$ cat src/positPkg.sv
package positPkg;

  // ------------------------------
  // Posit format
  // ------------------------------
  localparam int unsigned PositWidth = 16;
  localparam int unsigned ExpBits    = 1;

  // Signed regime range, run lengths reach PositWidth-1
  function automatic int unsigned regimeWidth(input int unsigned width);
    return $clog2(width) + 1;
  endfunction

  // ------------------------------
  // Operations, flags, tags
  // ------------------------------
  typedef enum logic {
    OpDiv  = 1'b0,
    OpSqrt = 1'b1
  } opE;

  // Invalid, divide by zero, inexact
  typedef struct packed {
    logic nv;
    logic dz;
    logic nx;
  } statusT;

  typedef logic [7:0] tagT;

endpackage

$ cat src/positCollect.sv
`timescale 1ns/1ps

module positCollect import positPkg::*; #(
  parameter int unsigned NumLanes   = 4,
  parameter int unsigned PositWidth = positPkg::PositWidth,
  parameter type         TagType    = tagT
) (
  input  logic                  clk_i,
  input  logic                  rstN_i,
  input  logic [NumLanes-1:0]   laneDone_i,
  input  logic [PositWidth-1:0] laneResult_i [NumLanes],
  input  statusT                laneStatus_i [NumLanes],
  input  TagType                laneTag_i [NumLanes],
  output logic [NumLanes-1:0]   laneDrain_o,
  output logic                  outValid_o,
  input  logic                  outReady_i,
  output logic [PositWidth-1:0] result_o,
  output statusT                status_o,
  output TagType                tag_o
);

  localparam int unsigned PtrWidth = (NumLanes > 1) ? $clog2(NumLanes) : 1;

  logic [PtrWidth-1:0] ptrQ;
  logic                xfer;

  // Pointed lane is shown as is, so a stall keeps it stable
  assign outValid_o = laneDone_i[ptrQ];
  assign result_o   = laneResult_i[ptrQ];
  assign status_o   = laneStatus_i[ptrQ];
  assign tag_o      = laneTag_i[ptrQ];

  assign xfer        = outValid_o & outReady_i;
  assign laneDrain_o = xfer ? (NumLanes'(1) << ptrQ) : '0;

  // Drain order follows dispatch order
  always_ff @(posedge clk_i or negedge rstN_i) begin
    if (!rstN_i) begin
      ptrQ <= '0;
    end else if (xfer) begin
      ptrQ <= (ptrQ == PtrWidth'(NumLanes - 1)) ? '0 : ptrQ + 1'b1;
    end
  end

  // ------------------------------
  // Downstream hold while stalled
  // ------------------------------
  assert property (@(posedge clk_i) disable iff (!rstN_i)
    outValid_o && !outReady_i |=>
      outValid_o && $stable(result_o) && $stable(status_o) && $stable(tag_o))
    else $error("output changed during a stall");

endmodule

$ cat src/positDecode.sv
`timescale 1ns/1ps

module positDecode import positPkg::*; #(
  parameter int unsigned PositWidth = positPkg::PositWidth,
  parameter int unsigned ExpBits    = positPkg::ExpBits,
  localparam int unsigned RegWidth  = regimeWidth(PositWidth),
  localparam int unsigned RunWidth  = RegWidth - 1,
  localparam int unsigned FracWidth = PositWidth - 1 - ExpBits
) (
  input  logic [PositWidth-1:0]      posit_i,
  output logic                       sign_o,
  output logic signed [RegWidth-1:0] regime_o,
  output logic [ExpBits-1:0]         exponent_o,
  output logic [PositWidth-1:0]      mantissa_o,
  output logic                       isNar_o,
  output logic                       isZero_o
);

  logic [PositWidth-1:0]        absVal;
  logic [PositWidth-2:0]        body;
  logic [PositWidth-2:0]        search;
  logic [PositWidth-2:0]        fields;
  logic                         regBit;
  logic [RunWidth-1:0]          run;
  logic signed [RegWidth-1:0]   runS;
  logic [RegWidth-1:0]          shiftAmt;

  assign sign_o   = posit_i[PositWidth-1];
  assign isZero_o = (posit_i == '0);
  assign isNar_o  = (posit_i == {1'b1, {(PositWidth-1){1'b0}}});

  // Fields are read from the magnitude
  assign absVal = sign_o ? -posit_i : posit_i;
  assign body   = absVal[PositWidth-2:0];
  assign regBit = body[PositWidth-2];
  assign search = regBit ? ~body : body;

  // Highest set bit of search ends the regime run
  always_comb begin
    run = RunWidth'(PositWidth - 1);
    for (int i = 0; i < PositWidth - 1; i++) begin
      if (search[i]) begin
        run = RunWidth'(PositWidth - 2 - i);
      end
    end
  end

  assign runS     = $signed(RegWidth'(run));
  assign regime_o = regBit ? (runS - RegWidth'(1)) : -runS;

  // Drop the run and its terminating bit
  assign shiftAmt   = RegWidth'(run) + RegWidth'(1);
  assign fields     = body << shiftAmt;
  assign exponent_o = fields[PositWidth-2 -: ExpBits];
  assign mantissa_o = PositWidth'({1'b1, fields[FracWidth-1:0]}) << ExpBits;

endmodule

$ cat src/positDispatch.sv
`timescale 1ns/1ps

module positDispatch import positPkg::*; #(
  parameter int unsigned NumLanes   = 4,
  parameter int unsigned PositWidth = positPkg::PositWidth,
  parameter type         TagType    = tagT
) (
  input  logic                  clk_i,
  input  logic                  rstN_i,
  input  logic                  inValid_i,
  output logic                  inReady_o,
  input  logic [PositWidth-1:0] opA_i,
  input  logic [PositWidth-1:0] opB_i,
  input  opE                    op_i,
  input  TagType                tag_i,
  output logic [NumLanes-1:0]   laneStart_o,
  output logic [PositWidth-1:0] laneOpA_o,
  output logic [PositWidth-1:0] laneOpB_o,
  output opE                    laneOp_o,
  output TagType                laneTag_o,
  input  logic [NumLanes-1:0]   creditReturn_i,
  output logic                  busy_o
);

  localparam int unsigned PtrWidth = (NumLanes > 1) ? $clog2(NumLanes) : 1;

  logic [NumLanes-1:0] creditQ;
  logic [PtrWidth-1:0] ptrQ;
  logic                accept;

  // Only the pointed lane may take the request
  assign inReady_o   = creditQ[ptrQ];
  assign accept      = inValid_i & inReady_o;
  assign laneStart_o = accept ? (NumLanes'(1) << ptrQ) : '0;

  assign laneOpA_o = opA_i;
  assign laneOpB_o = opB_i;
  assign laneOp_o  = op_i;
  assign laneTag_o = tag_i;

  assign busy_o = ~&creditQ;

  always_ff @(posedge clk_i or negedge rstN_i) begin
    if (!rstN_i) begin
      creditQ <= '1;
      ptrQ    <= '0;
    end else begin
      creditQ <= (creditQ & ~laneStart_o) | creditReturn_i;
      if (accept) begin
        ptrQ <= (ptrQ == PtrWidth'(NumLanes - 1)) ? '0 : ptrQ + 1'b1;
      end
    end
  end

  // Credit comes back only to a lane that gave it away
  assert property (@(posedge clk_i) disable iff (!rstN_i) (creditReturn_i & creditQ) == '0)
    else $error("credit returned to a lane that holds one");

endmodule

$ cat src/positDivSqrtCluster.sv
`timescale 1ns/1ps

module positDivSqrtCluster import positPkg::*; #(
  parameter int unsigned PositWidth = positPkg::PositWidth,
  parameter int unsigned ExpBits    = positPkg::ExpBits,
  parameter int unsigned NumLanes   = 4,
  parameter type         TagType    = tagT
) (
  input  logic                  clk_i,
  input  logic                  rstN_i,
  input  logic                  inValid_i,
  output logic                  inReady_o,
  input  logic [PositWidth-1:0] opA_i,
  input  logic [PositWidth-1:0] opB_i,
  input  opE                    op_i,
  input  TagType                tag_i,
  output logic                  outValid_o,
  input  logic                  outReady_i,
  output logic [PositWidth-1:0] result_o,
  output statusT                status_o,
  output TagType                tag_o,
  output logic                  busy_o
);

  logic [NumLanes-1:0]   laneStart, laneDone, laneDrain;
  logic [PositWidth-1:0] laneOpA, laneOpB;
  opE                    laneOp;
  TagType                laneTagIn;
  logic [PositWidth-1:0] laneResult [NumLanes];
  statusT                laneStatus [NumLanes];
  TagType                laneTagOut [NumLanes];

  positDispatch #(.NumLanes(NumLanes), .PositWidth(PositWidth), .TagType(TagType)) dispatch (
    .clk_i, .rstN_i, .inValid_i, .inReady_o, .opA_i, .opB_i, .op_i, .tag_i,
    .laneStart_o(laneStart), .laneOpA_o(laneOpA), .laneOpB_o(laneOpB),
    .laneOp_o(laneOp), .laneTag_o(laneTagIn), .creditReturn_i(laneDrain), .busy_o
  );

  for (genvar i = 0; i < NumLanes; i++) begin : genLane
    positDivSqrtLane #(.PositWidth(PositWidth), .ExpBits(ExpBits), .TagType(TagType)) lane (
      .clk_i, .rstN_i, .start_i(laneStart[i]), .drain_i(laneDrain[i]),
      .opA_i(laneOpA), .opB_i(laneOpB), .op_i(laneOp), .tag_i(laneTagIn),
      .done_o(laneDone[i]), .result_o(laneResult[i]), .status_o(laneStatus[i]),
      .tag_o(laneTagOut[i])
    );
  end

  positCollect #(.NumLanes(NumLanes), .PositWidth(PositWidth), .TagType(TagType)) collect (
    .clk_i, .rstN_i, .laneDone_i(laneDone), .laneResult_i(laneResult),
    .laneStatus_i(laneStatus), .laneTag_i(laneTagOut), .laneDrain_o(laneDrain),
    .outValid_o, .outReady_i, .result_o, .status_o, .tag_o
  );

endmodule

$ cat src/positDivSqrtLane.sv
`timescale 1ns/1ps

module positDivSqrtLane import positPkg::*; #(
  parameter int unsigned PositWidth = positPkg::PositWidth,
  parameter int unsigned ExpBits    = positPkg::ExpBits,
  parameter type         TagType    = tagT
) (
  input  logic                  clk_i,
  input  logic                  rstN_i,
  input  logic                  start_i,
  input  logic                  drain_i,
  input  logic [PositWidth-1:0] opA_i,
  input  logic [PositWidth-1:0] opB_i,
  input  opE                    op_i,
  input  TagType                tag_i,
  output logic                  done_o,
  output logic [PositWidth-1:0] result_o,
  output statusT                status_o,
  output TagType                tag_o
);

  localparam int unsigned RegWidth   = regimeWidth(PositWidth);
  localparam int unsigned ScaleWidth = RegWidth + ExpBits + 2;
  localparam int unsigned RemWidth   = PositWidth + 3;
  localparam int unsigned CntWidth   = $clog2(PositWidth);
  localparam logic [PositWidth-1:0] NarPattern = {1'b1, {(PositWidth-1){1'b0}}};

  typedef enum logic [2:0] {StIdle, StDecode, StIter, StRound, StDone} stateE;

  stateE                        stateQ;
  logic [CntWidth-1:0]          cntQ;
  logic [PositWidth-1:0]        opAQ, opBQ;
  opE                           opQ;
  TagType                       tagQ;
  logic                         signA, signB, narA, narB, zeroA, zeroB;
  logic signed [RegWidth-1:0]   regA, regB;
  logic [ExpBits-1:0]           expA, expB;
  logic [PositWidth-1:0]        mantA, mantB;
  logic signed [ScaleWidth-1:0] scaleA, scaleB;
  logic                         special, nvFlag, dzFlag;
  logic [PositWidth-1:0]        specResult;
  logic [RemWidth-1:0]          remQ, remShift, trial, diff, remSel, remNext;
  logic [PositWidth-1:0]        quotQ, divisorQ;
  logic [2*PositWidth-1:0]      radQ;
  logic                         qBit;
  logic                         signQ;
  logic signed [ScaleWidth-1:0] scaleQ;
  logic                         specialQ;
  logic [PositWidth-1:0]        specResultQ;
  statusT                       specStatusQ;
  logic [2*PositWidth-1:0]      roundMant;
  logic signed [ScaleWidth-1:0] roundScale;
  logic [PositWidth-1:0]        rounded;
  logic                         inexact;
  logic [PositWidth-1:0]        resultQ;
  statusT                       statusQ;

  positDecode #(.PositWidth(PositWidth), .ExpBits(ExpBits)) decA (
    .posit_i(opAQ), .sign_o(signA), .regime_o(regA), .exponent_o(expA),
    .mantissa_o(mantA), .isNar_o(narA), .isZero_o(zeroA)
  );

  positDecode #(.PositWidth(PositWidth), .ExpBits(ExpBits)) decB (
    .posit_i(opBQ), .sign_o(signB), .regime_o(regB), .exponent_o(expB),
    .mantissa_o(mantB), .isNar_o(narB), .isZero_o(zeroB)
  );

  assign scaleA = ScaleWidth'($signed({regA, expA}));
  assign scaleB = ScaleWidth'($signed({regB, expB}));

  // Special operands, checked in priority order
  always_comb begin
    special    = 1'b1;
    nvFlag     = 1'b0;
    dzFlag     = 1'b0;
    specResult = NarPattern;
    if (narA || (opQ == OpDiv && narB)) begin
      nvFlag = 1'b1;
    end else if (opQ == OpDiv && zeroB) begin
      dzFlag = 1'b1;
    end else if (opQ == OpSqrt && signA) begin
      nvFlag = 1'b1;
    end else if (zeroA) begin
      specResult = '0;
    end else begin
      special = 1'b0;
    end
  end

  // ------------------------------
  // Restoring recurrence step
  // ------------------------------
  always_comb begin
    if (opQ == OpDiv) begin
      trial    = RemWidth'(divisorQ);
      remShift = remQ;
    end else begin
      trial    = RemWidth'({quotQ, 2'b01});
      remShift = {remQ[RemWidth-3:0], radQ[2*PositWidth-1 -: 2]};
    end
    diff    = remShift - trial;
    qBit    = ~diff[RemWidth-1];
    remSel  = qBit ? diff : remShift;
    remNext = (opQ == OpDiv) ? (remSel << 1) : remSel;
  end

  // Quotient below one needs one more normalizing shift
  always_comb begin
    if (opQ == OpDiv && !quotQ[PositWidth-1]) begin
      roundMant  = {quotQ[PositWidth-2:0], {(PositWidth+1){1'b0}}};
      roundScale = scaleQ - ScaleWidth'(1);
    end else begin
      roundMant  = {quotQ, {PositWidth{1'b0}}};
      roundScale = scaleQ;
    end
  end

  positRound #(.PositWidth(PositWidth), .ExpBits(ExpBits)) rnd (
    .sign_i(signQ), .scale_i(roundScale), .mantissa_i(roundMant),
    .sticky_i(remQ != '0), .result_o(rounded), .inexact_o(inexact)
  );

  always_ff @(posedge clk_i or negedge rstN_i) begin
    if (!rstN_i) begin
      stateQ <= StIdle;
      cntQ   <= '0;
    end else begin
      case (stateQ)
        StIdle: begin
          if (start_i) begin
            stateQ <= StDecode;
          end
        end
        StDecode: begin
          stateQ <= StIter;
          cntQ   <= '0;
        end
        StIter: begin
          cntQ <= cntQ + 1'b1;
          if (cntQ == CntWidth'(PositWidth - 1)) begin
            stateQ <= StRound;
          end
        end
        StRound: stateQ <= StDone;
        StDone: begin
          if (drain_i) begin
            stateQ <= StIdle;
          end
        end
        default: stateQ <= StIdle;
      endcase
    end
  end

  always_ff @(posedge clk_i) begin
    case (stateQ)
      StIdle: begin
        if (start_i) begin
          opAQ <= opA_i;
          opBQ <= opB_i;
          opQ  <= op_i;
          tagQ <= tag_i;
        end
      end
      StDecode: begin
        signQ       <= (opQ == OpDiv) & (signA ^ signB);
        scaleQ      <= (opQ == OpDiv) ? (scaleA - scaleB) : (scaleA >>> 1);
        remQ        <= (opQ == OpDiv) ? RemWidth'(mantA) : '0;
        divisorQ    <= mantB;
        quotQ       <= '0;
        // Odd scale moves one bit into the radicand
        radQ        <= scaleA[0] ? {mantA, {PositWidth{1'b0}}}
                                 : {1'b0, mantA, {(PositWidth-1){1'b0}}};
        specialQ    <= special;
        specResultQ <= specResult;
        specStatusQ <= statusT'{nv: nvFlag, dz: dzFlag, nx: 1'b0};
      end
      StIter: begin
        remQ  <= remNext;
        quotQ <= {quotQ[PositWidth-2:0], qBit};
        radQ  <= {radQ[2*PositWidth-3:0], 2'b00};
      end
      StRound: begin
        resultQ <= specialQ ? specResultQ : rounded;
        statusQ <= specialQ ? specStatusQ : statusT'{nv: 1'b0, dz: 1'b0, nx: inexact};
      end
      default: ;
    endcase
  end

  assign done_o   = (stateQ == StDone);
  assign result_o = resultQ;
  assign status_o = statusQ;
  assign tag_o    = tagQ;

  // Credit protocol seen from the lane
  assert property (@(posedge clk_i) disable iff (!rstN_i) start_i |-> stateQ == StIdle)
    else $error("start on an occupied lane");
  assert property (@(posedge clk_i) disable iff (!rstN_i) drain_i |-> done_o)
    else $error("drain on a lane without a result");

endmodule

$ cat src/positRound.sv
`timescale 1ns/1ps

module positRound import positPkg::*; #(
  parameter int unsigned PositWidth = positPkg::PositWidth,
  parameter int unsigned ExpBits    = positPkg::ExpBits,
  localparam int unsigned RegWidth   = regimeWidth(PositWidth),
  localparam int unsigned ScaleWidth = RegWidth + ExpBits + 2
) (
  input  logic                         sign_i,
  input  logic signed [ScaleWidth-1:0] scale_i,
  input  logic [2*PositWidth-1:0]      mantissa_i,
  input  logic                         sticky_i,
  output logic [PositWidth-1:0]        result_o,
  output logic                         inexact_o
);

  localparam int unsigned ExtWidth  = 3 * PositWidth + ExpBits;
  localparam int          MaxRegime = PositWidth - 2;

  logic signed [ScaleWidth-1:0] regime;
  logic [ExpBits-1:0]           expField;
  logic                         regPos;
  logic                         satHigh;
  logic                         satLow;
  logic [RegWidth-1:0]          shiftAmt;
  logic [ExtWidth-1:0]          ext;
  logic [ExtWidth-1:0]          shifted;
  logic [PositWidth-2:0]        body;
  logic [PositWidth-2:0]        rounded;
  logic [PositWidth-2:0]        mag;
  logic                         guard;
  logic                         stickyAll;
  logic                         roundUp;

  assign regime   = scale_i >>> ExpBits;
  assign expField = scale_i[ExpBits-1:0];
  assign regPos   = ~regime[ScaleWidth-1];
  assign satHigh  = (regime > MaxRegime);
  assign satLow   = (regime < -MaxRegime);

  // Two-bit regime seed, widened by an arithmetic shift
  assign shiftAmt = regPos ? RegWidth'(regime) : RegWidth'(-regime - 1);
  assign ext      = {regPos, ~regPos, expField, mantissa_i[2*PositWidth-2:0],
                     {(PositWidth-1){1'b0}}};
  assign shifted  = $signed(ext) >>> shiftAmt;

  // ------------------------------
  // Round to nearest even
  // ------------------------------
  assign body      = shifted[ExtWidth-1 -: PositWidth-1];
  assign guard     = shifted[ExtWidth-PositWidth];
  assign stickyAll = (|shifted[ExtWidth-PositWidth-1:0]) | sticky_i;
  // Maxpos holds instead of wrapping to zero
  assign roundUp   = guard & (body[0] | stickyAll) & ~(&body);
  assign rounded   = body + (PositWidth-1)'(roundUp);

  // Out of range scales clamp to maxpos or minpos
  always_comb begin
    if (satHigh) begin
      mag = {(PositWidth-1){1'b1}};
    end else if (satLow) begin
      mag = (PositWidth-1)'(1);
    end else begin
      mag = rounded;
    end
  end

  assign inexact_o = satHigh | satLow | guard | stickyAll;
  assign result_o  = sign_i ? -{1'b0, mag} : {1'b0, mag};

endmodule

$ cat config.mk
export PLATFORM = sky130hd
export DESIGN_NAME = positDivSqrtCluster
export DESIGN_NICKNAME = d
export VERILOG_FILES = /design/src/positPkg.sv /design/src/positCollect.sv /design/src/positDecode.sv /design/src/positDispatch.sv /design/src/positDivSqrtCluster.sv /design/src/positDivSqrtLane.sv /design/src/positRound.sv
export SDC_FILE = /design/constraint.sdc
export NUM_CORES = 2
export LEC_CHECK = 0
export BUFFER_PORTS_ARGS = -buffer_cell sky130_fd_sc_hd__buf_2
export CORE_MARGIN = 5
export CORE_UTILIZATION = 66
export CTS_BUF_LIST = sky130_fd_sc_hd__clkbuf_16
export CTS_CLUSTER_SIZE = 10
export DETAILED_ROUTE_END_ITERATION = 7
export HOLD_SLACK_MARGIN = 0.12
export MAX_ROUTING_LAYER = met4
export PLACE_DENSITY = 0.79
export SYNTH_ARGS = -nofsm -noshare
export SYNTH_HDL_FRONTEND = slang
export SYNTH_SLANG_ARGS = --single-unit
$ cat constraint.sdc
create_clock -name clk_i -period 8.69 [get_ports clk_i]
set_input_delay 1.738 -clock clk_i [delete_from_list [all_inputs] [get_ports clk_i]]
set_output_delay 1.738 -clock clk_i [all_outputs]
set_load 0.02 [all_outputs]
==> metrics <==
setup TNS 0 ps; CP arrival 8560 ps; clk sinks 584; EDFF count, synth 548; P_leak 21.0 nW; Synthesis Warnings 0; fin util 70.7%; Port Buffers 74; RSZ-0062 raised after global routing no; Finished Layout Cells 7299; grt total ovfl 0; die span in x 295 µm; nets 6385; family with the most delay on the worst path simple AND/OR/NAND/NOR gates; Crit-path slowest cell or4b_2; outcome completed; Slew @ Worst Pin 1270 ps; max-slew violation count 0; max cap viols 0; Die H 295 µm; final setup violation count 0; startpoint types flop; Worst Setup End Kind flop; pin count of the biggest net entering global routing 76; Mapped Area 53600 µm²; Synth Area in Compound Gates 22.3%; hold slack 477 ps; Synth Area in Simple Gates 20.7%; Detail Route Antenna Nets 0; synth cell count leaders nand2_1, nor2_1, edfxtp_1; FMAX 121 MHz; hold crit path type reg2reg; # IOs 75; Final HPWL DP 126000 µm; total track usage 38.8%; Pwr Density 101 nW/µm²; DR vias 51100; Cell Area, Placed 54800 µm²; max incr delay on CP 640 ps; Yosys reg bits 584; Logic pwr share 0.8%; number of CTS-inserted buffers 71; Post-Syn Instances 6288; Synth cell types 110; root buffer cell clkbuf_16; fraction of synthesized area in multiplexers 10.1%; area delta synth->final 6.10%; CTS tree built; placed cells 7163; worst skew pair latency 620 ps; hold path start dispatch.creditQ[1]; Flop pwr share 52.8%; Syn Area/Cell 8.53 µm²; fraction of registers with async set/reset 6.16%; crit path from genLane[1].lane.scaleQ[0]; Area contributors post-synth edfxtp_1, mux2i_1, nand2_1, nor2_1, o21ai_0; xor-xnor portion of the synthesized cell area 6.46%; Internal 4.56 mW; clock-pin transition on the worst setup and hold timing paths 60 ps; first-pass GRT wire length 265000 µm; detailed-route DRC error count 0; most used cell, CP ha_1; Post-Synth Adder-Cell Area 4.03%; layout cells sized above 1 9.36%; die area 87100 µm²; Worst Clk Skew 32.2 ps; most frequent cell after synthesis nand2_1; Crit path required time 9010 ps; vias in the first global route 46900; Primary FF master, synth edfxtp_1; syn_nets 6497; number of post-CTS setup repair buffers 0; DR vias/cell 7.00; initial antenna violation count 14; Switching Fraction 21.0%; Worst slew margin 13.3%; Final Cycle Share 94.8%; Clock power frac 46.4%; CTS HTree Levels 3; num rows 104; core footprint 80500 µm²; Buf/Inv on CP 3; cell area after layout 56900 µm²; P_sw 1.21 mW; Final Hold Vio Count 0; area leader, netlist edfxtp_1; Final min period 8240 ps; Pre-antenna DRT Iters 8; total wire length 170000 µm; post-synth top area share 30.7%; Starting Density 66.6%; cts hold-fix bufs 0; # fillers 6250; crit path max fanout 15; DRT iter0 DRCs 6365; register area share after synthesis 32.4%; largest family of logic cells by synthesized area compound AO/OA/AOI/OAI gates; WL per Instance 23.4 µm; worst vdd ir 145 µV; CTS Buffer Depth 3; Placer Congestion 0.993; post-CTS sizing 0; reg2reg start genLane[1].lane.scaleQ[0]; kind of critical path reg2reg
[cell families (layout without fill, tap and decap cells)]
kind of cell | Yosys count | in the layout
xor+xnor | 390 | 390
simple gates | 2304 | 2304
compound gates | 1808 | 1808
other cells | 0 | 10
mux | 459 | 459
buf+inv | 574 | 515
fa+ha+maj | 169 | 169
flops | 584 | 584
[through the flow]
step                worst slack [ps]  total power, mW
floorplan                       1820             3.10
finish                           454             5.77
global placement                 785             3.15
detailed placement               724             3.15
CTS                              683             5.77
global route                     119             5.90
[final cells by class]
type / instances / area, µm² / share of cell area (%)
multi-input combinational: 5130 / 34200 / 60.0
sequential: 584 / 17400 / 30.5
clock buffer: 71 / 1780 / 3.12
inverter: 198 / 743 / 1.31
clock inverter: 55 / 273 / 0.479
timing repair buffer: 191 / 1250 / 2.19
antenna: 10 / 25.0 / 0.0440
tap: 1060 / 1330 / 2.33
[registers in the layout, indices dropped and copies added (netlist names)]
| name | cells |
|---|---|
| genLane.lane.specStatusQ | 8 |
| genLane.lane.opAQ | 64 |
| genLane.lane.opQ | 4 |
| genLane.lane.specialQ | 4 |
| genLane.lane.status_o | 12 |
| genLane.lane.scaleQ | 28 |
| genLane.lane.cntQ | 16 |
| genLane.lane.divisorQ | 56 |
| dispatch.creditQ | 4 |
| collect.ptrQ | 2 |
| genLane.lane.radQ | 64 |
| genLane.lane.stateQ | 12 |
| genLane.lane.specResultQ | 4 |
| genLane.lane.tag_o | 32 |
| genLane.lane.opBQ | 64 |
| genLane.lane.signQ | 4 |
| genLane.lane.quotQ | 64 |
| genLane.lane.remQ | 76 |
| dispatch.ptrQ | 2 |
| genLane.lane.result_o | 64 |
[power by group through the flow]
stage / Clock (mW) / Combinational, mW / Sequential (mW)
2_1_floorplan: 0 / 0.0000210 / 3.10
3_3_place_gp: 0 / 0.0434 / 3.10
3_5_place_dp: 0 / 0.0434 / 3.10
4_1_cts: 2.68 / 0.0439 / 3.04
5_1_grt: 2.81 / 0.0450 / 3.04
6_report: 2.68 / 0.0455 / 3.04
[path summary, 6_finish.rpt]
check / slack [ps] / depth (start not counted) / endpoint
worst max-delay path: 450 / 26 / genLane[1].lane.result_o[15]
worst min-delay path: 480 / 2 / dispatch.creditQ[1]
worst max register to register: 450 / 26 / genLane[1].lane.result_o[15]
worst min register to register: 480 / 2 / dispatch.creditQ[1]
max in group asynchronous: 6650 / 1 / collect.ptrQ[0]
min in group asynchronous: 1320 / 1 / genLane[2].lane.cntQ[0]
[layer usage]
metal  GRT usage (%)  up-vias  part of all wire (%)
li1                -    23600                     -
met1            50.1    24100                    39
met2            61.3     2846                    46
met3            6.27      548                   9.9
met4            16.5        0                   5.4
met5               -        -                     0
[worst reg2reg max path: stages, from the launching register on]
cell	delay [ps]
edfxtp_1	510
inv_1	100
ha_1	360
or4b_2	640
nor3_1	470
nor2_1	90
buf_4	210
xnor2_1	490
buf_4	240
a211oi_1	60
a211oi_1	510
nand3_1	300
o21ai_0	510
nand2_1	110
nor3_1	240
nand4_1	130
o211a_1	180
ha_1	200
ha_1	250
nand2_1	80
nor4b_1	60
a221o_1	300
or3b_1	400
or2_1	280
or4b_1	640
o41ai_1	460
o21ai_0	130
[layout by cell type, fill, tap and decap left out, drive strengths merged, types with 34 or more instances in the layout]
master  Yosys  routed
and3      103     103
or4        40      40
o211ai     69      69
edfxtp    548     548
nor2      637     637
a21o       70      70
a21oi     377     377
xor2      132     132
o21a       37      37
o22ai      64      64
o31ai      75      75
nand4      55      55
or2        34      34
nand3     169     169
nand2b     64      64
nor3      182     182
mux2i     269     269
inv       193     236
a211oi     98      98
a31oi      81      81
a21boi     38      38
nand2     643     643
mux2      139     139
clkbuf    309      71
mux4       51      51
and2       77      77
ha        156     156
nor4       83      83
o41ai      34      34
buf        67     191
nor2b      42      42
or3        63      63
xnor2     256     256
o21ai     464     464
No activity file was read; power rests on OpenSTA's default activity.
